`src/rtl/cache_params.svh`:
```
`ifndef CACHE_PARAMS_SVH
`define CACHE_PARAMS_SVH

// Address split for the data directory
`define ADDR_BITS   32
// Byte offset inside a 64-byte line
`define OFFSET_BITS 6
// 16 sets
`define INDEX_BITS  4
`define TAG_BITS    (`ADDR_BITS - `INDEX_BITS - `OFFSET_BITS)

// Set count follows the index width
`define SETS        (1 << `INDEX_BITS)

// 8-way set associative
`define WAYS        8
`define WAY_BITS    3

// Request buffer between decoder and lookup
`define FIFO_DEPTH  4

// Width of each statistics counter
`define STAT_BITS   32

`endif

```
`src/rtl/req_fifo.sv`:
```
`timescale 1ns/1ps
`default_nettype none

`include "cache_params.svh"

module req_fifo #(
	parameter type payload_t = logic [7:0],
	parameter int  DEPTH     = `FIFO_DEPTH
) (
	input  wire logic     i_clk,
	input  wire logic     i_arst_n,
	input  wire logic     i_push,
	input  wire payload_t i_data,
	input  wire logic     i_pop,
	output payload_t      o_data,
	output logic          o_not_empty,
	output logic          o_overflow
);

	localparam int PTR_BITS = (DEPTH > 1) ? $clog2(DEPTH) : 1;
	localparam int CNT_BITS = $clog2(DEPTH + 1);

	// Storage, no reset needed
	payload_t            mem [DEPTH];
	logic [PTR_BITS-1:0] wr_ptr;
	logic [PTR_BITS-1:0] rd_ptr;
	logic [CNT_BITS-1:0] count;
	logic                full;
	logic                do_push;
	logic                do_pop;

	// Wrap at DEPTH, works for any depth
	function automatic logic [PTR_BITS-1:0] ptr_next(input logic [PTR_BITS-1:0] ptr);
		if (ptr == PTR_BITS'(DEPTH - 1))
			return '0;
		return ptr + 1'b1;
	endfunction

	assign full    = (count == CNT_BITS'(DEPTH));
	assign do_pop  = i_pop && (count != '0);
	// A pop in the same cycle frees a slot for the push
	assign do_push = i_push && (!full || do_pop);

	// Head is visible while not empty
	assign o_data      = mem[rd_ptr];
	assign o_not_empty = (count != '0);

	always_ff @(posedge i_clk or negedge i_arst_n) begin
		if (!i_arst_n) begin
			wr_ptr     <= '0;
			rd_ptr     <= '0;
			count      <= '0;
			o_overflow <= 1'b0;
		end else begin
			if (do_push)
				wr_ptr <= ptr_next(wr_ptr);
			if (do_pop)
				rd_ptr <= ptr_next(rd_ptr);
			case ({do_push, do_pop})
				2'b10:   count <= count + 1'b1;
				2'b01:   count <= count - 1'b1;
				default: count <= count;
			endcase
			// Dropped push, sticky until reset
			if (i_push && !do_push)
				o_overflow <= 1'b1;
		end
	end

	always_ff @(posedge i_clk) begin
		if (do_push)
			mem[wr_ptr] <= i_data;
	end

endmodule

`default_nettype wire

```
`config.mk`:
```
export PLATFORM = sky130hd
export DESIGN_NAME = req_fifo
export DESIGN_NICKNAME = d
export VERILOG_FILES = /design/src/rtl/req_fifo.sv
export VERILOG_INCLUDE_DIRS = /design/src /design/src/rtl
export SDC_FILE = /design/constraint.sdc
export NUM_CORES = 1
export LEC_CHECK = 0
export BUFFER_PORTS_ARGS = -buffer_cell sky130_fd_sc_hd__buf_2
export CAP_MARGIN = 20
export CORE_UTILIZATION = 40
export CTS_CLUSTER_DIAMETER = 30
export CTS_CLUSTER_SIZE = 24
export DETAILED_ROUTE_END_ITERATION = 12
export MAX_ROUTING_LAYER = met4
export SETUP_SLACK_MARGIN = 0.5
export SYNTH_ARGS = -nofsm -noshare
export SYNTH_HDL_FRONTEND = slang
export SYNTH_SLANG_ARGS = --single-unit
export TNS_END_PERCENT = 5
```
`constraint.sdc`:
```
create_clock -name i_clk -period 3.2 [get_ports i_clk]
set_input_delay 0.48 -clock i_clk [delete_from_list [all_inputs] [get_ports i_clk]]
set_output_delay 0.48 -clock i_clk [all_outputs]
set_load 0.01 [all_outputs]
```
Word level (Yosys, flattened, before mapping)
Memories as Yosys holds them, arrays and structs flattened.
Cells that the tools add are included.
{"block": "word_totals", "ram_bits": 32, "mem_count": 1, "wordCells": 33, "register_bits": 8, "out_inout_bits": 10}
{"name": "mem", "words": 4, "width": 8, "rd": 1, "rd_clocked_by_memory_dff": 0, "write_ports": 1, "line_no": "req_fifo.sv:24", "source": "payload_t mem [DEPTH];"}
{"block": "op_classes", "reduce_logical": 8, "addsub": 4, "n_eq_ne": 5, "n_mux": 11}
{"op": "2-to-1 mux 2 bit", "count": 4}
{"op": "equality test 2 bit, second input constant", "count": 3}
{"op": "2-to-1 mux 1 bit", "count": 6}
{"op": "one-hot mux 3 bit (2 select lines)", "count": 1}
{"op": "adder 2 x 1 -> 2 bit, second input constant", "count": 2}
{"op": "adder 3 x 1 -> 3 bit, second input constant", "count": 1}
{"op": "equality test 3 bit, second input constant", "count": 1}
{"op": "logical AND 1 bit", "count": 3}
{"op": "nonzero test 3 bit", "count": 1}
{"op": "subtractor 3 x 1 -> 3 bit, second input constant", "count": 1}
{"op": "equality test 2 x 1 -> 1 bit, second input constant", "count": 1}
{"op": "logical NOT 1 bit", "count": 2}
{"op": "nonzero test 2 bit", "count": 1}
{"op": "logical OR 1 bit", "count": 1}

Logic depth before layout (Yosys ltp)
{"block": "logic_depth", "word_depth": 6, "depth_mapped": 6, "mapped_depth_nobuf": 6}

Worst setup path after synthesis
No wires, ideal clock.
{"block": "synth_path", "path_kind": "in2reg", "start": "input port i_pop", "end": "register count[2]", "setup_time_ns": 0.079, "arrival_ns": 1.786, "path_buffers": 0, "setup_slack_ns": 1.335, "path_stages": 6, "t_required_ns": 3.121, "path_cell_list": "o31a_1 or2b_1 fa_1 nand2b_1 o32ai_2 xor2_1"}
{"block": "synth_via", "elab_chain_len": 5, "word_cells_on_any_way": 7}
{"item": "start: declaration", "line_no": "req_fifo.sv:14", "source": "input wire logic i_pop,"}
{"item": "logical AND 1 bit *", "line_no": "req_fifo.sv:40", "source": "assign do_pop = i_pop && (count != '0);"}
{"item": "logical OR 1 bit", "line_no": "req_fifo.sv:42", "source": "assign do_push = i_push && (!full || do_pop);"}
{"item": "logical AND 1 bit", "line_no": "req_fifo.sv:42"}
{"item": "equality test 2 x 1 -> 1 bit or equality test 2 bit (tied branches)", "line_no": "req_fifo.sv:59", "source": "case ({do_push, do_pop})"}
{"item": "one-hot mux 3 bit (2 select lines) or nonzero test 2 bit (tied branches)"}
{"item": "end signal: assignment", "line_no": "req_fifo.sv:60", "source": "2'b10: count <= count + 1'b1;"}
{"item": "end signal: assignment", "line_no": "req_fifo.sv:61", "source": "2'b01: count <= count - 1'b1;"}
{"item": "end signal: assignment", "line_no": "req_fifo.sv:62", "source": "default: count <= count;"}
{"item": "end: declaration", "line_no": "req_fifo.sv:27", "source": "logic [CNT_BITS-1:0] count;"}
Every way passes the cells marked *; elsewhere a longest branch is shown, timed or not.
A chain may end at the register's enable or synchronous reset.

==> flow_summary.json <==
{
  "status": "finished clean",
  "cts_sinks": 40,
  "startpoint": "rd_ptr[0]$_DFFE_PN0P_",
  "combPwrFrac_pct": 31.1,
  "path_cells": "mux4_2 > buf_2",
  "synth-adder-area-share_pct": 4.85,
  "seq_area_frac_synth_pct": 68.2,
  "p_clk_share_pct": 18.8,
  "hold_class": "primary input to async pin",
  "post_drt_wl_per_cell_microns": 15.2,
  "synth_cells": 92,
  "grt_pass1_wl_microns": 4070,
  "ctsHoldBuffers": 0,
  "antenna_found_initial": 0,
  "ant_nets": 0,
  "drtIter0Drc": 69,
  "drc": 0,
  "overflow": 0,
  "syn_nets": 110,
  "dp.cells": 160,
  "initial_core_util_pct": 42.2,
  "synth_cell_types": 27,
  "yosys_warnings": 0,
  "synthXorXnorAreaFrac_pct": 1.54,
  "final_nets": 135,
  "slew_headroom_pct": 59.0,
  "synth_top_area_share_pct": 56.5,
  "final_cell_mix": "edfxtp_1, buf_2, mux4_2, dfrtp_1, inv_1",
  "clock_path_buffers": 2,
  "rsz0062_at_grt": "false",
  "max_cap_violations": 0,
  "power.leakage_nw": 0.713,
  "tightestPinTransition_ps": 614,
  "pwr-share-seq_pct": 50.1,
  "routed-via-count": 853,
  "core_sq_um": 4030,
  "synth_top_family_by_area": "multiplexers",
  "clockRootBuffer": "clkbuf_8",
  "io_buffer_count": 21,
  "fillers": 360,
  "crit_required_ps": 2720,
  "cellInternalPower_mw": 1.13,
  "synthMuxAreaShare_pct": 13.2,
  "yosys-top-cells-area": "edfxtp_1, dfrtp_1, mux4_2",
  "path_clk_slew_ps": 70,
  "cts-resized-gates": 0,
  "cts_tree": "done",
  "switching_power_uw": 530,
  "pin_count": 22,
  "grt_usage_pct": 13.8,
  "rows": 23,
  "fin_skew_ps": 3.08,
  "path_max_fanout": 11,
  "hold_viol_final": 0,
  "cp-start-kind": "register",
  "peakVddDrop_uv": 312,
  "final_util_pct": 48.1,
  "hold_ws_ps": 28.5,
  "avgSynthCellArea_sq_um": 18.5,
  "period_share_pct": 70.2,
  "cp.arrival_ps": 1770,
  "die-area_sq_um": 4520,
  "insertedDiodeCount": 0,
  "cp_slowest_cell": "dfrtp_1",
  "die_x_microns": 67.2,
  "slowest_delay_ps": 730,
  "synth_compound_area_share_pct": 3.68,
  "fmax_mhz": 445,
  "yosys.area_share.simple_pct": 6.32,
  "netlist_area_sq_um": 1700,
  "drive_gt1_share_pct": 35.6,
  "critPathKind": "register to output pin",
  "synth-seq-cells": 40,
  "synth_top_cell_by_area": "edfxtp_1",
  "reg2reg_from": "count[1]$_DFFE_PN0P_",
  "worstSkewPairLatency_ps": 280,
  "r2r_slack_ps": 1190,
  "power_density_nw_per_um2": 857,
  "fin_setup_tns_ps": 0,
  "viasPerCell": 5.08,
  "slew_viol_final": 0,
  "cts_setup_buffers": 0,
  "hpwl_microns": 1730,
  "fin_area_sq_um": 1940,
  "dieHeight_microns": 67.2,
  "min_period_ps": 2250,
  "numCtsBuffers": 5,
  "stdcell_count": 168,
  "grt_start_max_net_pins": 13,
  "gp_congestion": 0.656,
  "dpl_cell_area_sq_um": 1860,
  "layout_commonest_cell": "edfxtp_1",
  "swShare_pct": 31.9,
  "totalWireLength_microns": 2560,
  "grt_pass1_vias": 893,
  "end_kind": "output pin",
  "syn_to_final_growth_pct": 14.0,
  "dr.pass1.iters": 6,
  "finalSetupViolations": 0,
  "htreeDepth": 2
}
==> kinds of logic (layout without fill, tap and decap cells) <==
group	after synthesis	after routing
compound gates	7	7
xor+xnor	3	3
fa+ha+maj	6	6
buf+inv	9	35
flops	40	40
mux	12	12
simple gates	15	15
==> routing by layer <==
metal  track usage, %  share of wire [%]
met1             15.8                 45
met2             21.3                 50
met3             4.39                5.6
met4             7.98                  0
met5                -                  0
==> power groups by stage <==
stage	logic, mW	registers, mW	clock network (mW)
floorplan	0.428	0.774	0
global placement	0.510	0.839	0
detailed placement	0.531	0.847	0
CTS	0.531	0.838	0.323
global route	0.589	0.853	0.341
finish	0.518	0.832	0.313
==> final timing paths <==
| kind | cells past startpoint | end |
|---|---|---|
| worst min register to register | 1 | o_overflow$_DFFE_PN0P_ |
| worst max register to register | 6 | count[2]$_DFFE_PN0P_ |
| max in group asynchronous | 1 | rd_ptr[1]$_DFFE_PN0P_ |
| min in group i_clk | 1 | mem[2][1]$_DFFE_PP_ |
| worst max-delay path | 2 | o_data[7] |
| worst min-delay path | 1 | count[1]$_DFFE_PN0P_ |
==> cell type report <==
type	count	area [sq um]	area share [%]
clock buffers	6	72.6	3.74
well taps	50	62.6	3.23
multi-input cells	43	504	26.0
inverters	6	22.5	1.16
clock inverters	2	11.3	0.581
flip-flops and latches	40	1160	59.9
repair buffers	21	105	5.42
==> cells in the mapped netlist, drive strengths merged <==
cell type  instances
nor2               2
or2b               1
xor2               3
mux2               4
o31a               1
a21o               1
a22oi              1
and2               4
or2                1
o21ai              1
o32ai              1
edfxtp            32
nand3b             1
mux4               8
o2111ai            2
nor2b              1
ha                 5
dfrtp              8
nor3               1
buf                3
nor4b              1
nand3              2
fa                 1
nand2b             1
inv                6
==> sequential cells by signal, summed over array words and instances (netlist names) <==
signal	count
count	3
mem	32
o_overflow	1
rd_ptr	2
wr_ptr	2
==> stage by stage <==
stage	total power [mW]	setup WS, ps
2_1_floorplan	1.20	1330
3_3_place_gp	1.35	1090
3_5_place_dp	1.38	1030
4_1_cts	1.69	892
5_1_grt	1.78	831
6_report	1.66	954
==> worst max-delay path: cells and delay by family (launching register included) <==
kind / cells / cell delay, ps
buffers and inverters: 1 / 150
flip-flops: 1 / 730
multiplexers: 1 / 590
No activity file was read; power rests on OpenSTA's default activity.
