--- src/rtl/cache_params.svh ---
`ifndef CACHE_PARAMS_SVH
`define CACHE_PARAMS_SVH

// Address split for the data directory
`define ADDR_BITS   32
// Byte offset inside a 64-byte line
`define OFFSET_BITS 6
// 16 sets
`define INDEX_BITS  4
`define TAG_BITS    (`ADDR_BITS - `INDEX_BITS - `OFFSET_BITS)

// Set count follows the index width
`define SETS        (1 << `INDEX_BITS)

// 8-way set associative
`define WAYS        8
`define WAY_BITS    3

// Request buffer between decoder and lookup
`define FIFO_DEPTH  4

// Width of each statistics counter
`define STAT_BITS   32

`endif

--- src/rtl/cache_line_pkg.sv ---
`default_nettype none

`include "cache_params.svh"

package cache_line_pkg;

	// MESI coherence state of one stored line
	// Invalid must stay zero, it is the reset value of every line
	typedef enum logic [1:0] {
		MESI_INVALID   = 2'd0,
		MESI_SHARED    = 2'd1,
		MESI_EXCLUSIVE = 2'd2,
		MESI_MODIFIED  = 2'd3
	} mesi_t;

	// Stored tag, upper address bits
	typedef logic [`TAG_BITS-1:0] tag_t;

	// True-LRU age per way
	// 0 is least recent, WAYS-1 most recent
	typedef logic [`WAY_BITS-1:0] lru_age_t;

	// Way number inside a set
	typedef logic [`WAY_BITS-1:0] way_t;

	// Age given to the way just accessed
	localparam lru_age_t AGE_MRU = lru_age_t'(`WAYS - 1);

endpackage

`default_nettype wire

--- src/rtl/cache_req_pkg.sv ---
`default_nettype none

`include "cache_params.svh"

package cache_req_pkg;

	import cache_line_pkg::*;

	// Internal command encoding
	typedef enum logic [1:0] {
		CMD_READ      = 2'd0,
		CMD_WRITE     = 2'd1,
		CMD_SNOOP_INV = 2'd2,
		CMD_CLEAR     = 2'd3
	} cmd_t;

	// Trace file command codes
	localparam logic [3:0] TRACE_READ      = 4'd0;
	localparam logic [3:0] TRACE_WRITE     = 4'd1;
	localparam logic [3:0] TRACE_SNOOP_INV = 4'd3;
	localparam logic [3:0] TRACE_CLEAR     = 4'd8;

	typedef logic [`INDEX_BITS-1:0] set_idx_t;

	// Decoded request, byte offset already dropped
	typedef struct packed {
		cmd_t     cmd;
		tag_t     tag;
		set_idx_t index;
	} cache_req_t;

	// One response per processed request
	typedef struct packed {
		cmd_t  cmd;
		logic  hit;
		way_t  way;
		mesi_t state;
		logic  writeback;
	} cache_rsp_t;

	typedef logic [`STAT_BITS-1:0] stat_cnt_t;

	// Running access counters
	typedef struct packed {
		stat_cnt_t reads;
		stat_cnt_t writes;
		stat_cnt_t hits;
		stat_cnt_t misses;
	} cache_stats_t;

endpackage

`default_nettype wire

--- src/rtl/trace_decode.sv ---
`timescale 1ns/1ps
`default_nettype none

`include "cache_params.svh"

module trace_decode
	import cache_req_pkg::*;
(
	input  wire logic                  i_clk,
	input  wire logic                  i_arst_n,
	input  wire logic                  i_cmd_valid,
	input  wire logic [3:0]            i_cmd_code,
	input  wire logic [`ADDR_BITS-1:0] i_addr,
	output logic                       o_req_valid,
	output cache_req_t                 o_req,
	output logic                       o_bad_cmd
);

	cmd_t dec_cmd;
	logic dec_known;

	// Trace code to internal command
	always_comb begin
		dec_known = 1'b1;
		dec_cmd   = CMD_READ;
		case (i_cmd_code)
			TRACE_READ:      dec_cmd = CMD_READ;
			TRACE_WRITE:     dec_cmd = CMD_WRITE;
			TRACE_SNOOP_INV: dec_cmd = CMD_SNOOP_INV;
			TRACE_CLEAR:     dec_cmd = CMD_CLEAR;
			// Anything else is flagged, no request
			default:         dec_known = 1'b0;
		endcase
	end

	// Strobes, one cycle after the input strobe
	always_ff @(posedge i_clk or negedge i_arst_n) begin
		if (!i_arst_n) begin
			o_req_valid <= 1'b0;
			o_bad_cmd   <= 1'b0;
		end else begin
			o_req_valid <= i_cmd_valid && dec_known;
			o_bad_cmd   <= i_cmd_valid && !dec_known;
		end
	end

	// Request payload
	// Tag from the top bits, index just above the byte offset
	always_ff @(posedge i_clk) begin
		if (i_cmd_valid) begin
			o_req.cmd   <= dec_cmd;
			o_req.tag   <= i_addr[`ADDR_BITS-1 -: `TAG_BITS];
			o_req.index <= i_addr[`OFFSET_BITS +: `INDEX_BITS];
		end
	end

endmodule

`default_nettype wire

--- config.mk ---
export PLATFORM = sky130hd
export DESIGN_NAME = trace_decode
export DESIGN_NICKNAME = d
export VERILOG_FILES = /design/src/rtl/cache_line_pkg.sv /design/src/rtl/cache_req_pkg.sv /design/src/rtl/trace_decode.sv
export VERILOG_INCLUDE_DIRS = /design/src /design/src/rtl
export SDC_FILE = /design/constraint.sdc
export NUM_CORES = 1
export LEC_CHECK = 0
export ABC_CLOCK_PERIOD_IN_PS = 800
export BUFFER_PORTS_ARGS = -buffer_cell sky130_fd_sc_hd__buf_2
export CORE_MARGIN = 3
export CORE_UTILIZATION = 39
export CTS_CLUSTER_SIZE = 10
export DETAILED_ROUTE_END_ITERATION = 7
export PLACE_DENSITY_LB_ADDON = 0.3
export SLEW_MARGIN = 10
export SYNTH_ARGS = -nofsm -noshare
export SYNTH_HDL_FRONTEND = slang
export SYNTH_SLANG_ARGS = --single-unit
--- constraint.sdc ---
create_clock -name i_clk -period 0.8 [get_ports i_clk]
set_input_delay 0.16 -clock i_clk [delete_from_list [all_inputs] [get_ports i_clk]]
set_output_delay 0.16 -clock i_clk [all_outputs]
set_load 0.005 [all_outputs]
### After elaboration in Yosys (flattened, before gate mapping)

Cells that the tools add are included.

* equality and inequality tests: 3
* mux-type cells: 2
* reduce and logical (&&, ||, !) cells: 5

Operator list (count)
* 2-bit case mux with 3 select lines: 1
* 4-bit by 1-bit == test with 1-bit output, second input constant: 1
* 4-bit by 2-bit == test with 1-bit output, second input constant: 1
* 4-bit == test, second input constant: 1
* 4-bit zero test: 1
* 4-bit OR reduction: 1
* 1-bit logical AND: 2
* 1-bit zero test: 1
* 1-bit 2-to-1 mux: 1

* register bits after elaboration: 30
* bits of input ports: 39
* output and inout bits: 30

### Depth between registers and ports, before layout

* depth after elaboration: 5
* mapped depth: 2
* gate-level depth less buffers: 2

### Worst setup path after synthesis

No wires, ideal clock.

* path type: input-to-reg
* start: in i_cmd_code[0]
* end: reg o_req[27] (netlist bit) (data pin)
* library setup time: 0.146 ns
* data arrival time: 0.640 ns
* data required time: 0.654 ns
* path slack: 0.014 ns
* stages: 2
* buffers on the path: 0
* cells stage by stage: or3b_1 a21oi_1

* longest elaborated chain between the ends: 2

Ends and longest elaborated chain
* from (decl): line trace_decode.sv:12 `input wire logic [3:0] i_cmd_code,`
* 4-bit == test (tied with other cells): line trace_decode.sv:26 `case (i_cmd_code)`
* 2-bit case mux with 3 select lines *: line trace_decode.sv:26
* via dec_cmd[1]: line trace_decode.sv:19 `cmd_t dec_cmd;`
* to (decl): line trace_decode.sv:15 `output cache_req_t o_req,`

The timed path passes the listed nets; every way through them passes the cells marked *.
A chain may end at the register's enable or synchronous reset.

### Worst setup path after layout

* start: reg o_req[14] (netlist bit)
* end: out o_req[14] (netlist bit)

No word-level cell between the ends.

==> impl_metrics.csv <==
group,metric,value,unit
pwr,leakage,0.652,nW
placement,gp_congestion,0.662,
yosys,yosys_warnings,0,
yosys,synth-simple-area-share,0.0353,
outcome,violations,"negative setup slack",
cells_and_area,drive_gt1_frac,0.617,
outcome,status,"complete, but fails checks",
grt,grt.total_usage,0.125,
worst_setup_path,crit_start,"o_req[14]",
die,io_pins,69,
worst_setup_path,cp.required,0.64,ns
worst_setup_path,crit_chain,"buf_2",
placement,port_buffers,62,
grt,grt_max_degree,17,
cells_and_area,syn2layout_area_growth,55.0,%
drt,drt_iter0_drc,14,
drt,wl_per_cell,12.0,um
drt,vias,623,
die,rows,17,
grt,grt_pass1_vias,633,
worst_setup_path,crit_family,"flip-flops",
sta,max_slew_margin,0.894,
grt,grt_pass1_wl,2770,um
worst_setup_path,crit_slowest_cell,"edfxtp_1",
drt,m1WireLength,574,um
worst_setup_path,cp_max_fo,1,
sta,setup_viol,30,
worst_setup_path,crit_arrival,0.81,ns
cells_and_area,seq_area,891,um^2
die,die_h,55.5,um
clock_tree,path_clk_slew,0.08,ns
clock_tree,clockRootBuffer,"clkbuf_4",
yosys,synth-compound-area-share,0.0131,
cells_and_area,diodes,0,
sta,fin_ws,-0.173,ns
yosys,ys_ff_latch,30,
drt,drc,0,
clock_tree,tritoncts.num_buffers,5,
drt,wl,1770,um
flow_run,max_cap_violations,0,
sta,fin_hold_ws,0.0224,ns
drt,vias_per_cell,4.21,
sta,fin_crit_sh,1.22,
die,core,0.00228,mm^2
grt,globalRouteOverflowTotal,0,
worst_setup_path,cp_slowest_stage_delay,0.37,ns
worst_setup_path,cp-start-kind,"flip-flop",
sta,max_slew.worst_pin.slew,0.157,ns
clock_tree,cts_tree,"yes",
clock_tree,cts_buffer_depth,2,
yosys,synthAdderAreaFrac,0,
hold_path,worst_hold_startpoint,"i_addr[17]",
worst_setup_path,worst-path-buf-inv,1,
yosys,syn_nets,77,
yosys,yosysSeqAreaShare,0.931,
drt,ant_nets,0,
yosys,syn-instance-count,38,
yosys,synth_top_family_by_area,"simple AND/OR/NAND/NOR gates",
pwr,powerDensity,2010,mW/mm^2
clock_tree,htreeDepth,2,
grt,antenna_found_initial,0,
cells_and_area,multi_input_area,66.3,um^2
clock_tree,cts_sinks,30,
worst_setup_path,cp-end-kind,"output pin",
yosys,synth_area_per_cell,25.2,um^2
sta,rsz0062_at_grt,"true",
placement,dp_hpwl,1360,um
drt,highest_layer,"met4",
die,die_w,55.5,um
die,dieArea,0.00308,mm^2
worst_setup_path,crit_type,"reg -> out",
yosys,yosysUniqueCellTypes,10,
die,start_util,0.421,
hold_path,hp-class,"in -> reg",
cells_and_area,fin_nets,158,
sta,max_freq,1030,MHz
yosys,synthesis.area,957,um^2
pwr,ir_worst_vdd,1230,uV
sta,slew_violations,0,
cells_and_area,fillers,183,
yosys,synthMuxAreaShare,0.0118,
drt,drtPass1Iterations,4,
drt,wl_met3,174,um
sta,fin_crit,0.973,ns
yosys,synth_xor_area_frac,0.00915,
drt,dr_wl_met2,1010,um
cells_and_area,fin_util,0.652,
sta,hold_violations,0,
-- power by group --
part	switching (mW)	total [mW]	leakage [nW]	internal (mW)
Combinational	0.131	0.325	0.326	0.194
Clock	0.431	0.781	0.0265	0.350
Sequential	0.0244	1.87	0.299	1.85
-- cells by family (layout without fill, tap and decap cells) --
kind of cell	Yosys count	in the layout
DFF	30	30
and+or+nand+nor	4	4
AOI/OAI and AO/OA	2	2
xor gates and xnor gates	1	1
muxes	1	1
buffers and inverters	0	82
-- metal layers --
metal,GRT usage,vias up
met2,0.220,34
met1,0.114,272
met5,0,-
met3,0.0607,2
met4,0.0729,0
li1,-,315
-- stage by stage --
step	instance area [um^2]	TNS, ns	worst slack, ns	total power [mW]	std cells
final	1480	-4.75	-0.173	2.98	148
after floorplan	957	0	0.0145	1.95	38
after global placement	1370	-0.263	-0.114	2.20	133
after global routing	1480	-6.41	-0.243	3.14	148
after CTS	1450	-5.62	-0.217	3.02	145
after detailed placement	1370	-0.361	-0.164	2.21	133
-- Yosys cell counts --
cell | instances | share of area
nand3b_1 | 1 | 0.0078
dfrtp_1 | 2 | 0.052
mux2_2 | 1 | 0.012
xnor2_1 | 1 | 0.0092
nor3b_2 | 1 | 0.013
edfxtp_1 | 28 | 0.88
or3b_1 | 1 | 0.0092
a21oi_1 | 1 | 0.0052
o21a_1 | 1 | 0.0078
nor3_1 | 1 | 0.0052
-- state kept, by name, summed over array words and instances (netlist names) --
signal and flops:
o_req 28, o_bad_cmd 1, o_req_valid 1
-- path summary, 6_finish.rpt --
| kind | cells past startpoint | end |
|---|---|---|
| max in group asynchronous | 2 | o_req_valid |
| min in group asynchronous | 2 | o_bad_cmd |
| worst max-delay path | 1 | o_req[14] |
| worst min-delay path | 1 | o_req[11] |
-- final cells by class --
class | instances | area share
Timing Repair Buffer | 74 | 0.298
Tap cell | 28 | 0.0236
Multi-Input combinational cell | 8 | 0.0447
Clock buffer | 8 | 0.0329
Sequential cell | 30 | 0.600
-- timing repair --
item | in CTS | in global routing
hold endpoints to repair | 5 | 3
hold buffers | 4 | 3
resized for setup | 0 | 0
setup endpoints to repair | 30 | 30
setup buffers | 0 | 0
-- cell usage in the layout, fill, tap and decap left out, drive strengths merged --
master	synthesis	final
xnor2	1	1
dfrtp	2	2
or3b	1	1
dlygate4sd3	0	7
edfxtp	28	28
clkbuf	0	8
o21a	1	1
mux2	1	1
nor3b	1	1
buf	0	67
a21oi	1	1
nand3b	1	1
nor3	1	1
Note: power is estimated with default switching activity, not from simulation.
