===== config.mk =====
export PLATFORM = sky130hd
export DESIGN_NAME = set_lookup
export DESIGN_NICKNAME = d
export VERILOG_FILES = /design/src/rtl/cache_line_pkg.sv /design/src/rtl/cache_req_pkg.sv /design/src/rtl/set_lookup.sv
export VERILOG_INCLUDE_DIRS = /design/src /design/src/rtl
export SDC_FILE = /design/constraint.sdc
export NUM_CORES = 2
export LEC_CHECK = 0
export BUFFER_PORTS_ARGS = -buffer_cell sky130_fd_sc_hd__buf_2
export CAP_MARGIN = 30
export CORE_MARGIN = 5
export CORE_UTILIZATION = 45
export CTS_CLUSTER_SIZE = 8
export DETAILED_ROUTE_END_ITERATION = 6
export MAX_ROUTING_LAYER = met4
export PLACE_DENSITY_LB_ADDON = 0.3
export RECOVER_POWER = 50
export SLEW_MARGIN = 10
export SYNTH_ARGS = -nofsm -noshare
export SYNTH_HDL_FRONTEND = slang
export SYNTH_SLANG_ARGS = --single-unit

===== constraint.sdc =====
create_clock -name i_clk -period 5.95 [get_ports i_clk]
set_input_delay 1.19 -clock i_clk [delete_from_list [all_inputs] [get_ports i_clk]]
set_output_delay 1.19 -clock i_clk [all_outputs]
set_load 0.01 [all_outputs]

===== src/rtl/cache_params.svh =====
`ifndef CACHE_PARAMS_SVH
`define CACHE_PARAMS_SVH

// Address split for the data directory
`define ADDR_BITS   32
// Byte offset inside a 64-byte line
`define OFFSET_BITS 6
// 16 sets
`define INDEX_BITS  4
`define TAG_BITS    (`ADDR_BITS - `INDEX_BITS - `OFFSET_BITS)

// Set count follows the index width
`define SETS        (1 << `INDEX_BITS)

// 8-way set associative
`define WAYS        8
`define WAY_BITS    3

// Request buffer between decoder and lookup
`define FIFO_DEPTH  4

// Width of each statistics counter
`define STAT_BITS   32

`endif


===== src/rtl/cache_line_pkg.sv =====
`default_nettype none

`include "cache_params.svh"

package cache_line_pkg;

	// MESI coherence state of one stored line
	// Invalid must stay zero, it is the reset value of every line
	typedef enum logic [1:0] {
		MESI_INVALID   = 2'd0,
		MESI_SHARED    = 2'd1,
		MESI_EXCLUSIVE = 2'd2,
		MESI_MODIFIED  = 2'd3
	} mesi_t;

	// Stored tag, upper address bits
	typedef logic [`TAG_BITS-1:0] tag_t;

	// True-LRU age per way
	// 0 is least recent, WAYS-1 most recent
	typedef logic [`WAY_BITS-1:0] lru_age_t;

	// Way number inside a set
	typedef logic [`WAY_BITS-1:0] way_t;

	// Age given to the way just accessed
	localparam lru_age_t AGE_MRU = lru_age_t'(`WAYS - 1);

endpackage

`default_nettype wire


===== src/rtl/cache_req_pkg.sv =====
`default_nettype none

`include "cache_params.svh"

package cache_req_pkg;

	import cache_line_pkg::*;

	// Internal command encoding
	typedef enum logic [1:0] {
		CMD_READ      = 2'd0,
		CMD_WRITE     = 2'd1,
		CMD_SNOOP_INV = 2'd2,
		CMD_CLEAR     = 2'd3
	} cmd_t;

	// Trace file command codes
	localparam logic [3:0] TRACE_READ      = 4'd0;
	localparam logic [3:0] TRACE_WRITE     = 4'd1;
	localparam logic [3:0] TRACE_SNOOP_INV = 4'd3;
	localparam logic [3:0] TRACE_CLEAR     = 4'd8;

	typedef logic [`INDEX_BITS-1:0] set_idx_t;

	// Decoded request, byte offset already dropped
	typedef struct packed {
		cmd_t     cmd;
		tag_t     tag;
		set_idx_t index;
	} cache_req_t;

	// One response per processed request
	typedef struct packed {
		cmd_t  cmd;
		logic  hit;
		way_t  way;
		mesi_t state;
		logic  writeback;
	} cache_rsp_t;

	typedef logic [`STAT_BITS-1:0] stat_cnt_t;

	// Running access counters
	typedef struct packed {
		stat_cnt_t reads;
		stat_cnt_t writes;
		stat_cnt_t hits;
		stat_cnt_t misses;
	} cache_stats_t;

endpackage

`default_nettype wire


===== src/rtl/set_lookup.sv =====
`timescale 1ns/1ps
`default_nettype none

`include "cache_params.svh"

module set_lookup
	import cache_line_pkg::*;
	import cache_req_pkg::*;
(
	input  wire logic       i_clk,
	input  wire logic       i_arst_n,
	input  wire logic       i_req_valid,
	input  wire cache_req_t i_req,
	output logic            o_pop,
	output logic            o_rsp_valid,
	output cache_rsp_t      o_rsp
);

	// Line arrays, 16 sets by 8 ways
	tag_t     tag_arr  [`SETS][`WAYS];
	mesi_t    mesi_arr [`SETS][`WAYS];
	lru_age_t age_arr  [`SETS][`WAYS];

	// Captured in the read phase
	logic       busy_q;
	cache_req_t req_q;
	logic       hit_q;
	way_t       way_q;
	mesi_t      old_state_q;

	// Read phase lookup on the FIFO head
	logic [`WAYS-1:0] hit_vec;
	logic             rd_hit;
	way_t             rd_hit_way;
	logic             rd_has_inv;
	way_t             rd_inv_way;
	way_t             rd_lru_way;
	way_t             rd_way;

	// Write phase
	logic     is_access;
	mesi_t    new_state;
	logic     writeback;
	lru_age_t acc_age;

	// One request in flight, pop again two cycles later at the earliest
	assign o_pop = i_req_valid && !busy_q;

	always_comb begin
		hit_vec    = '0;
		rd_has_inv = 1'b0;
		rd_hit_way = '0;
		rd_inv_way = '0;
		rd_lru_way = '0;
		// Downward scan so the lowest matching way wins
		for (int w = `WAYS - 1; w >= 0; w--) begin
			hit_vec[w] = (mesi_arr[i_req.index][w] != MESI_INVALID) &&
				(tag_arr[i_req.index][w] == i_req.tag);
			if (hit_vec[w])
				rd_hit_way = way_t'(w);
			if (mesi_arr[i_req.index][w] == MESI_INVALID) begin
				rd_has_inv = 1'b1;
				rd_inv_way = way_t'(w);
			end
			if (age_arr[i_req.index][w] == '0)
				rd_lru_way = way_t'(w);
		end
		rd_hit = |hit_vec;
		// Hit way, else first free way, else the oldest
		if (rd_hit)
			rd_way = rd_hit_way;
		else if (rd_has_inv)
			rd_way = rd_inv_way;
		else
			rd_way = rd_lru_way;
	end

	always_ff @(posedge i_clk or negedge i_arst_n) begin
		if (!i_arst_n)
			busy_q <= 1'b0;
		else
			busy_q <= o_pop;
	end

	always_ff @(posedge i_clk) begin
		if (o_pop) begin
			req_q       <= i_req;
			hit_q       <= rd_hit;
			way_q       <= rd_way;
			// State of the hit line or of the victim
			old_state_q <= mesi_arr[i_req.index][rd_way];
		end
	end

	assign is_access = (req_q.cmd == CMD_READ) || (req_q.cmd == CMD_WRITE);
	assign acc_age   = age_arr[req_q.index][way_q];
	// Dirty victim leaves on a read or write miss
	assign writeback = is_access && !hit_q && (old_state_q == MESI_MODIFIED);

	// Next MESI state of the selected way
	always_comb begin
		case (req_q.cmd)
			CMD_READ:  new_state = hit_q ? old_state_q : MESI_EXCLUSIVE;
			CMD_WRITE: new_state = MESI_MODIFIED;
			// Snoop and clear both leave the line Invalid
			default:   new_state = MESI_INVALID;
		endcase
	end

	// Response during the write phase
	assign o_rsp_valid = busy_q;

	always_comb begin
		o_rsp.cmd       = req_q.cmd;
		o_rsp.hit       = hit_q && (req_q.cmd != CMD_CLEAR);
		o_rsp.way       = (req_q.cmd == CMD_CLEAR) ? way_t'(0) : way_q;
		o_rsp.state     = new_state;
		o_rsp.writeback = writeback;
	end

	// MESI and age arrays
	always_ff @(posedge i_clk or negedge i_arst_n) begin
		if (!i_arst_n) begin
			for (int s = 0; s < `SETS; s++) begin
				for (int w = 0; w < `WAYS; w++) begin
					mesi_arr[s][w] <= MESI_INVALID;
					age_arr[s][w]  <= lru_age_t'(w);
				end
			end
		end else if (busy_q) begin
			case (req_q.cmd)
				CMD_READ, CMD_WRITE: begin
					mesi_arr[req_q.index][way_q] <= new_state;
					// Younger ways than the accessed one each age by one
					for (int w = 0; w < `WAYS; w++) begin
						if (age_arr[req_q.index][w] > acc_age)
							age_arr[req_q.index][w] <= age_arr[req_q.index][w] - 1'b1;
					end
					age_arr[req_q.index][way_q] <= AGE_MRU;
				end
				CMD_SNOOP_INV: begin
					// Miss leaves the set untouched
					if (hit_q)
						mesi_arr[req_q.index][way_q] <= MESI_INVALID;
				end
				default: begin
					// Clear, back to the reset picture
					for (int s = 0; s < `SETS; s++) begin
						for (int w = 0; w < `WAYS; w++) begin
							mesi_arr[s][w] <= MESI_INVALID;
							age_arr[s][w]  <= lru_age_t'(w);
						end
					end
				end
			endcase
		end
	end

	// Tag only changes on a fill
	always_ff @(posedge i_clk) begin
		if (busy_q && is_access && !hit_q)
			tag_arr[req_q.index][way_q] <= req_q.tag;
	end

endmodule

`default_nettype wire


# Word level (Yosys, flattened, before mapping)
# Memories as Yosys holds them, arrays and structs flattened.
# Index checks and enable logic that the tools add are counted.
# word_totals
memories	1
input_bits	31
out_inout_bits	11
ff_bits	675
ram_bits	2816
elab_cells	472
# mem_list
name	depth	width	read_ports	rd_ports_with_merged_regs	wr	line_no	rtl
tag_arr	16	176	1	0	1	set_lookup.sv:20	tag_t tag_arr [`SETS][`WAYS];
# classes
mux	116
n_bitwise	8
magnitude_cmp	14
reduce_logical	48
n_addsub	8
n_eq_ne	14
# op_table
op	count
2-to-1 mux 384 bit	24
bitwise mux 384 bit	8
demux 24 bit (select 4 bit)	9
case mux 384 bit (2 select lines)	1
case mux 256 bit (2 select lines)	1
OR 384 bit	1
AND 256 bit	1
bitwise mux 256 bit	1
2-to-1 mux 256 bit	1
NOT 256 bit	1
binary-select mux 24 bit (select 4 bit)	2
equality test 22 bit	8
2-to-1 mux 176 bit	1
2-to-1 mux 24 bit	6
2-to-1 mux 3 bit	31
demux 22 bit (select 3 bit)	1
binary-select mux 16 bit (select 4 bit)	1
demux 16 bit (select 4 bit)	1
2-to-1 mux 16 bit	3
greater-than comparator 3 bit	8
zero test 3 bit	8
subtractor 3 x 1 -> 3 bit, second input constant	8
2-to-1 mux 22 bit	1
2-to-1 mux 21 bit	1
30 further kinds	80

# Depth between registers and ports, before layout
# depth
ltp_word	41
mapped_depth	22
mapped_depth_nobuf	17

# Worst setup path after synthesis
# Ideal clock, no wire load.
# synth_path
path_type	reg2reg
startpoint	reg req_q[0] (netlist name)
endpoint	reg age_arr[280] (netlist name)
path_stages_with_launch	19
path_slack_ps	482
t_required_ps	5856
setup_ps	94
n_path_buf	5
arrival_ps	5374
synth_period_minus_slack_ps	5468
cell_sequence	edfxtp_1 > buf_2 > buf_1 > buf_2 > buf_1 > mux4_2 > mux4_2 > a22oi_1 > and4_1 > ha_1 > nor2b_1 > o21ai_0 > inv_1 > o21ai_1 > clkbuf_1 > nor2_1 > or3_1 > a21oi_1 > a31oi_1
# synth_between
elab_chain_len	41
elab_cells_between_ends	71
classes_between	add/sub (8); order compare (10); mux (50); bitwise (2); reduce/logical (1)
# synth_rtl
element	line_no	rtl
start, declared	set_lookup.sv:26	cache_req_t req_q;
start signal, assigned	set_lookup.sv:87	req_q <= i_req;
NOT 4 -> 5 bit (not written as such) (*)	-	
binary-select mux 24 bit (select 4 bit)	set_lookup.sv:96, set_lookup.sv:136, set_lookup.sv:137	
2-to-1 mux 24 bit (not written as such) (2 in series)	set_lookup.sv:136, set_lookup.sv:137	
binary-select mux 3 bit (select 3 bit)	set_lookup.sv:96	assign acc_age = age_arr[req_q.index][way_q];
2-to-1 mux 3 bit (not written as such) (2 in series)	set_lookup.sv:96	
greater-than comparator 3 bit	set_lookup.sv:136	if (age_arr[req_q.index][w] > acc_age)
2-to-1 mux 384 bit	set_lookup.sv:136	
2-to-1 mux 384 bit	set_lookup.sv:131	case (req_q.cmd)
[... 23 more ...]	-	
2-to-1 mux 384 bit	set_lookup.sv:131	
2-to-1 mux 384 bit	set_lookup.sv:130	end else if (busy_q) begin
bitwise mux 384 bit	set_lookup.sv:137	age_arr[req_q.index][w] <= age_arr[req_q.index][w] - 1'b1;
2-to-1 mux 384 bit	set_lookup.sv:136	
2-to-1 mux 384 bit	set_lookup.sv:131	
2-to-1 mux 384 bit	set_lookup.sv:130	
OR 384 bit (no line) (*)	-	
case mux 384 bit (2 select lines) (*)	set_lookup.sv:131	
end signal, assigned by index	set_lookup.sv:127	age_arr[s][w] <= lru_age_t'(w);
end signal, assigned by index	set_lookup.sv:137	
end signal, assigned by index	set_lookup.sv:151	age_arr[s][w] <= lru_age_t'(w);
end, declared	set_lookup.sv:22	lru_age_t age_arr [`SETS][`WAYS];
# Mark *: on every way between the ends. The rest lies on a longest branch, timed or not. The select of a mux whose other input is x is not followed.
# A chain may end at the register's enable or synchronous reset.

# Worst setup path in the final report
# layout_path
startpoint	in i_req[5] (netlist name)
endpoint	reg old_state_q[0] (data pin)
# layout_between
elab_chain_len	15
elab_cells_between_ends	30
classes_between	eq/ne (8); mux (12); bitwise (1); reduce/logical (9)
# layout_rtl
element	line_no	rtl
start, declared	set_lookup.sv:13	input wire cache_req_t i_req,
equality test 22 bit	set_lookup.sv:58	(tag_arr[i_req.index][w] == i_req.tag);
logical AND 1 bit	set_lookup.sv:57	hit_vec[w] = (mesi_arr[i_req.index][w] != MESI_INVALID) &&
2-to-1 mux 3 bit (8 in series)	set_lookup.sv:59	if (hit_vec[w])
2-to-1 mux 3 bit (*)	set_lookup.sv:70	if (rd_hit)
NOT 3 -> 4 bit (not written as such) (*)	set_lookup.sv:91	old_state_q <= mesi_arr[i_req.index][rd_way];
binary-select mux 2 bit (select 3 bit) (*)	set_lookup.sv:91	
2-to-1 mux 2 bit (not written as such) (*) (2 in series)	set_lookup.sv:91	
end signal, assigned	set_lookup.sv:91	
end, declared	set_lookup.sv:29	mesi_t old_state_q;
# Marks and branches as above.

==> metrics.log <==
[metrics] simple-gate share of the synthesized area: 0.0563
[metrics] number of clock sinks: 3491
[metrics] Vert. Die Dim: 587 um
[metrics] worst hold path class: in -> reg
[metrics] TritonCTS clock tree: yes
[metrics] ordered cell list for the critical path: buf_2 -> clkbuf_1 -> nand2_1 -> o32ai_1 -> or3_1 -> nor4_1 -> nand4_2 -> o31ai_2 -> or3_4 -> or4_1 -> nor2b_4 -> or3_1 -> nand4b_1
[metrics] required time of the worst setup path: 6.74 ns
[metrics] top cell types by occurrence after synthesis: edfxtp_1 (2850), mux4_2 (747), o21ai_0 (597)
[metrics] clock-pin slew reported for the worst setup and hold paths after clock tree synthesis: 0.05 ns
[metrics] hold-fix buffer count after cts: 0
[metrics] routed vias: 93888
[metrics] net count after synthesis: 9001
[metrics] post-synthesis async set-or-reset flop share: 0.184
[metrics] synthesized instance count: 8938
[metrics] number of max-capacitance violations reported: 64
[metrics] total design power: 55.6 mW
[metrics] share of final-layout standard cells stronger than drive strength 1: 0.250
[metrics] number of remaining DRC errors: 0
[metrics] first-pass iteration count of the detailed router: 7
[metrics] Setup Fix Bufs, Post-CTS: 0
[metrics] maximum fanout along the worst path: 15
[metrics] RSZ-0062 raised after global routing: false
[metrics] outcome: finished with violations
[metrics] CTS Buf Count: 475
[metrics] cells resized by post-CTS repair: 0
[metrics] gpl congestion: 0.944
[metrics] max-slew headroom at the worst pin: -1.81
[metrics] maximum vdd drop: 0.284 mV
[metrics] setup violation total in the final timing report: 0
[metrics] fraction of the yosys area taken by sequential cells: 0.680
[metrics] die outline width: 587 um
[metrics] global-route wire length before repair: 708000 um
[metrics] maximum number of pins on one net before global-route repair: 146
[metrics] placeable core region: 331000 um2
[metrics] initial antenna violation count: 31
[metrics] Clock Tree Buf Depth: 4
[metrics] maximum clock skew at final layout: 0.0957 ns
[metrics] final critical-path share of the clock period: 0.980
[metrics] mean instance size in the synthesized netlist: 16.8 um2
[metrics] critical path type: in -> reg
[metrics] most instantiated library cell after synthesis: edfxtp_1
[metrics] number of DRC violations after detailed-routing iteration 0: 13709
[metrics] multiplexer fraction of the synthesized cell area: 0.159
[metrics] #FFs+latches synth: 3491
[metrics] Max Fclk: 0.171 GHz
[metrics] starting utilization of the core area: 0.453
[metrics] vias in the first global route: 92616
[metrics] Fin Hold WS: 0.380 ns
[metrics] Worst setup SP type: input pin
[metrics] worst-skew pair later-pin latency: 1.03 ns
[metrics] Primary FF master, synth: edfxtp_1
[metrics] critical path capture point type: flip-flop
[metrics] number of flops mapped to enable cells by yosys: 2850
[metrics] xor and xnor fraction of the mapped netlist area: 0.0116
[metrics] count of different cell masters after synthesis: 107
[metrics] most numerous cell on the critical path: or3_1
[metrics] final-report max-slew violation count: 3316
[metrics] maximum level of the CTS H-tree: 5
[metrics] area growth from synthesis to layout: 15.0%
[metrics] reported leakage power: 58.1 nW
[metrics] number of I/O pins: 42
[metrics] endpoints failing hold: 0
[metrics] arrival time of the worst setup path: 6.63 ns
[metrics] Final nets: 9625
[metrics] DRT Wirelength: 502000 um
[metrics] cell at the root of the clock tree: clkbuf_16
[metrics] adder-cell share of the synthesized area: 0.00267
[metrics] Cell Pwr Density: 323 nW/um2
[metrics] post-route antenna net violation count: 0
[metrics] total track usage: 0.294
[metrics] total die area: 344000 um2
[metrics] core utilization of the finished layout: 0.520
[metrics] library cell with the largest summed area after synthesis: edfxtp_1
[metrics] number of cell rows: 211
[metrics] I/O Buffers: 41
[metrics] Slowest Stage Delay on Critical Path: 1.76 ns
[metrics] slowest cell on the critical path: clkbuf_1
[metrics] dominant combinational cell family by area after synthesis: multiplexers
[metrics] grt total ovfl: 0
[metrics] Fillers: 26289
[metrics] ranking of synthesized cells by area: edfxtp_1 (57%), mux4_2 (11%), dfrtp_1 (7.5%)
[metrics] compound-gate portion of the synthesized area: 0.0637
[metrics] netlist area before placement: 150000 um2
[metrics] failing checks: capacitance limit, slew limit
[metrics] fraction of synthesized cell area taken by the top area cell type: 0.572
[metrics] number of synthesis warnings: 0
[metrics] minimum period implied by the final worst setup slack: 5.83 ns
[metrics] half-perimeter wire length of the detailed placement result: 310000 um
[metrics] routed length per placed instance: 35.7 um
[metrics] worst-margin pin slew: 4.22 ns
[metrics] Via-to-Cell Ratio: 6.67
==> area by class of cell <==
class / count / area [um2] / share of cell area
diodes: 20 / 50.0 / 0.000291
repair buffers: 779 / 6970 / 0.0405
multi-input cells: 4765 / 44700 / 0.260
clock inverters: 25 / 531 / 0.00308
well taps: 4366 / 5460 / 0.0317
inverters: 50 / 210 / 0.00122
clock buffers: 583 / 12400 / 0.0719
flip-flops and latches: 3491 / 102000 / 0.592
==> worst max-delay path: cells and delay by family <==
| family | cells | cell delay [ns] |
|---|---|---|
| AOI/OAI and AO/OA | 2 | 0.66 |
| buffers and inverters | 2 | 1.96 |
| and+or+nand+nor | 9 | 2.78 |
==> layer usage <==
| layer | track usage | part of all wire | vias to the layer above |
|---|---|---|---|
| met5 | - | 0 | - |
| met4 | 0.133 | 0.057 | 0 |
| met3 | 0.0810 | 0.12 | 1352 |
| met2 | 0.427 | 0.44 | 6447 |
| met1 | 0.388 | 0.37 | 48964 |
| li1 | - | - | 37125 |
==> power breakdown <==
group / internal (mW) / switching, mW
clock: 14.3 / 10.0
combinational: 1.44 / 2.83
sequential: 26.8 / 0.171
total: 42.5 / 13.0
==> worst paths after layout <==
path / from / endpoint / slack [ns] / cells after the start
worst min-delay path: i_req[27] / o_rsp[8] / 0.38 / 1
worst min register to register: mesi_arr[111] / mesi_arr[111] / 0.49 / 2
worst max register to register: req_q[0] / age_arr[162] / 0.77 / 17
worst max-delay path: i_req[5] / old_state_q[0] / 0.12 / 13
min in group asynchronous: i_arst_n / age_arr[171] / 1.24 / 1
max in group asynchronous: i_arst_n / age_arr[94] / 1.11 / 2
==> cells in the final DEF, fill, tap and decap left out, drive strengths merged, types with 49 or more instances in the layout <==
cell    count
clkbuf    668
inv        49
nand2     509
nor4       67
buf       694
dfstp     192
nor2      364
mux2i     358
a22o       94
a21oi     209
xnor2     172
mux4      857
dfrtp     449
nand3     441
o22ai      53
edfxtp   2850
o22a       76
a22oi      79
o21ai     609
a31oi      94
nor3      136
==> stage by stage <==
| stage | setup WS (ns) | instance area, um2 | std cells | setup TNS, ns |
|---|---|---|---|---|
| 3_5_place_dp | -0.318 | 159000 | 13442 | -0.416 |
| 2_1_floorplan | 0.482 | 150000 | 8938 | 0 |
| 6_report | 0.117 | 172000 | 14079 | 0 |
| 3_3_place_gp | -0.431 | 159000 | 13419 | -0.737 |
| 4_1_cts | 0.663 | 172000 | 14050 | 0 |
| 5_1_grt | 0.226 | 172000 | 14076 | 0 |
==> sequential cells by signal (all words and copies together) (netlist names) <==
name	count
age_arr	384
hit_q	1
mesi_arr	256
o_rsp	2
o_rsp_valid	1
old_state_q	2
req_q	26
tag_arr	2816
way_q	3
==> logic make-up after synthesis <==
logic type | Yosys count
DFF | 3491
and+or+nand+nor | 1769
AOI/OAI and AO/OA | 1505
muxes | 1260
buffers and inverters | 682
xor gates and xnor gates | 199
adders and majority gates | 32
Power figures use the tool's default switching activity.
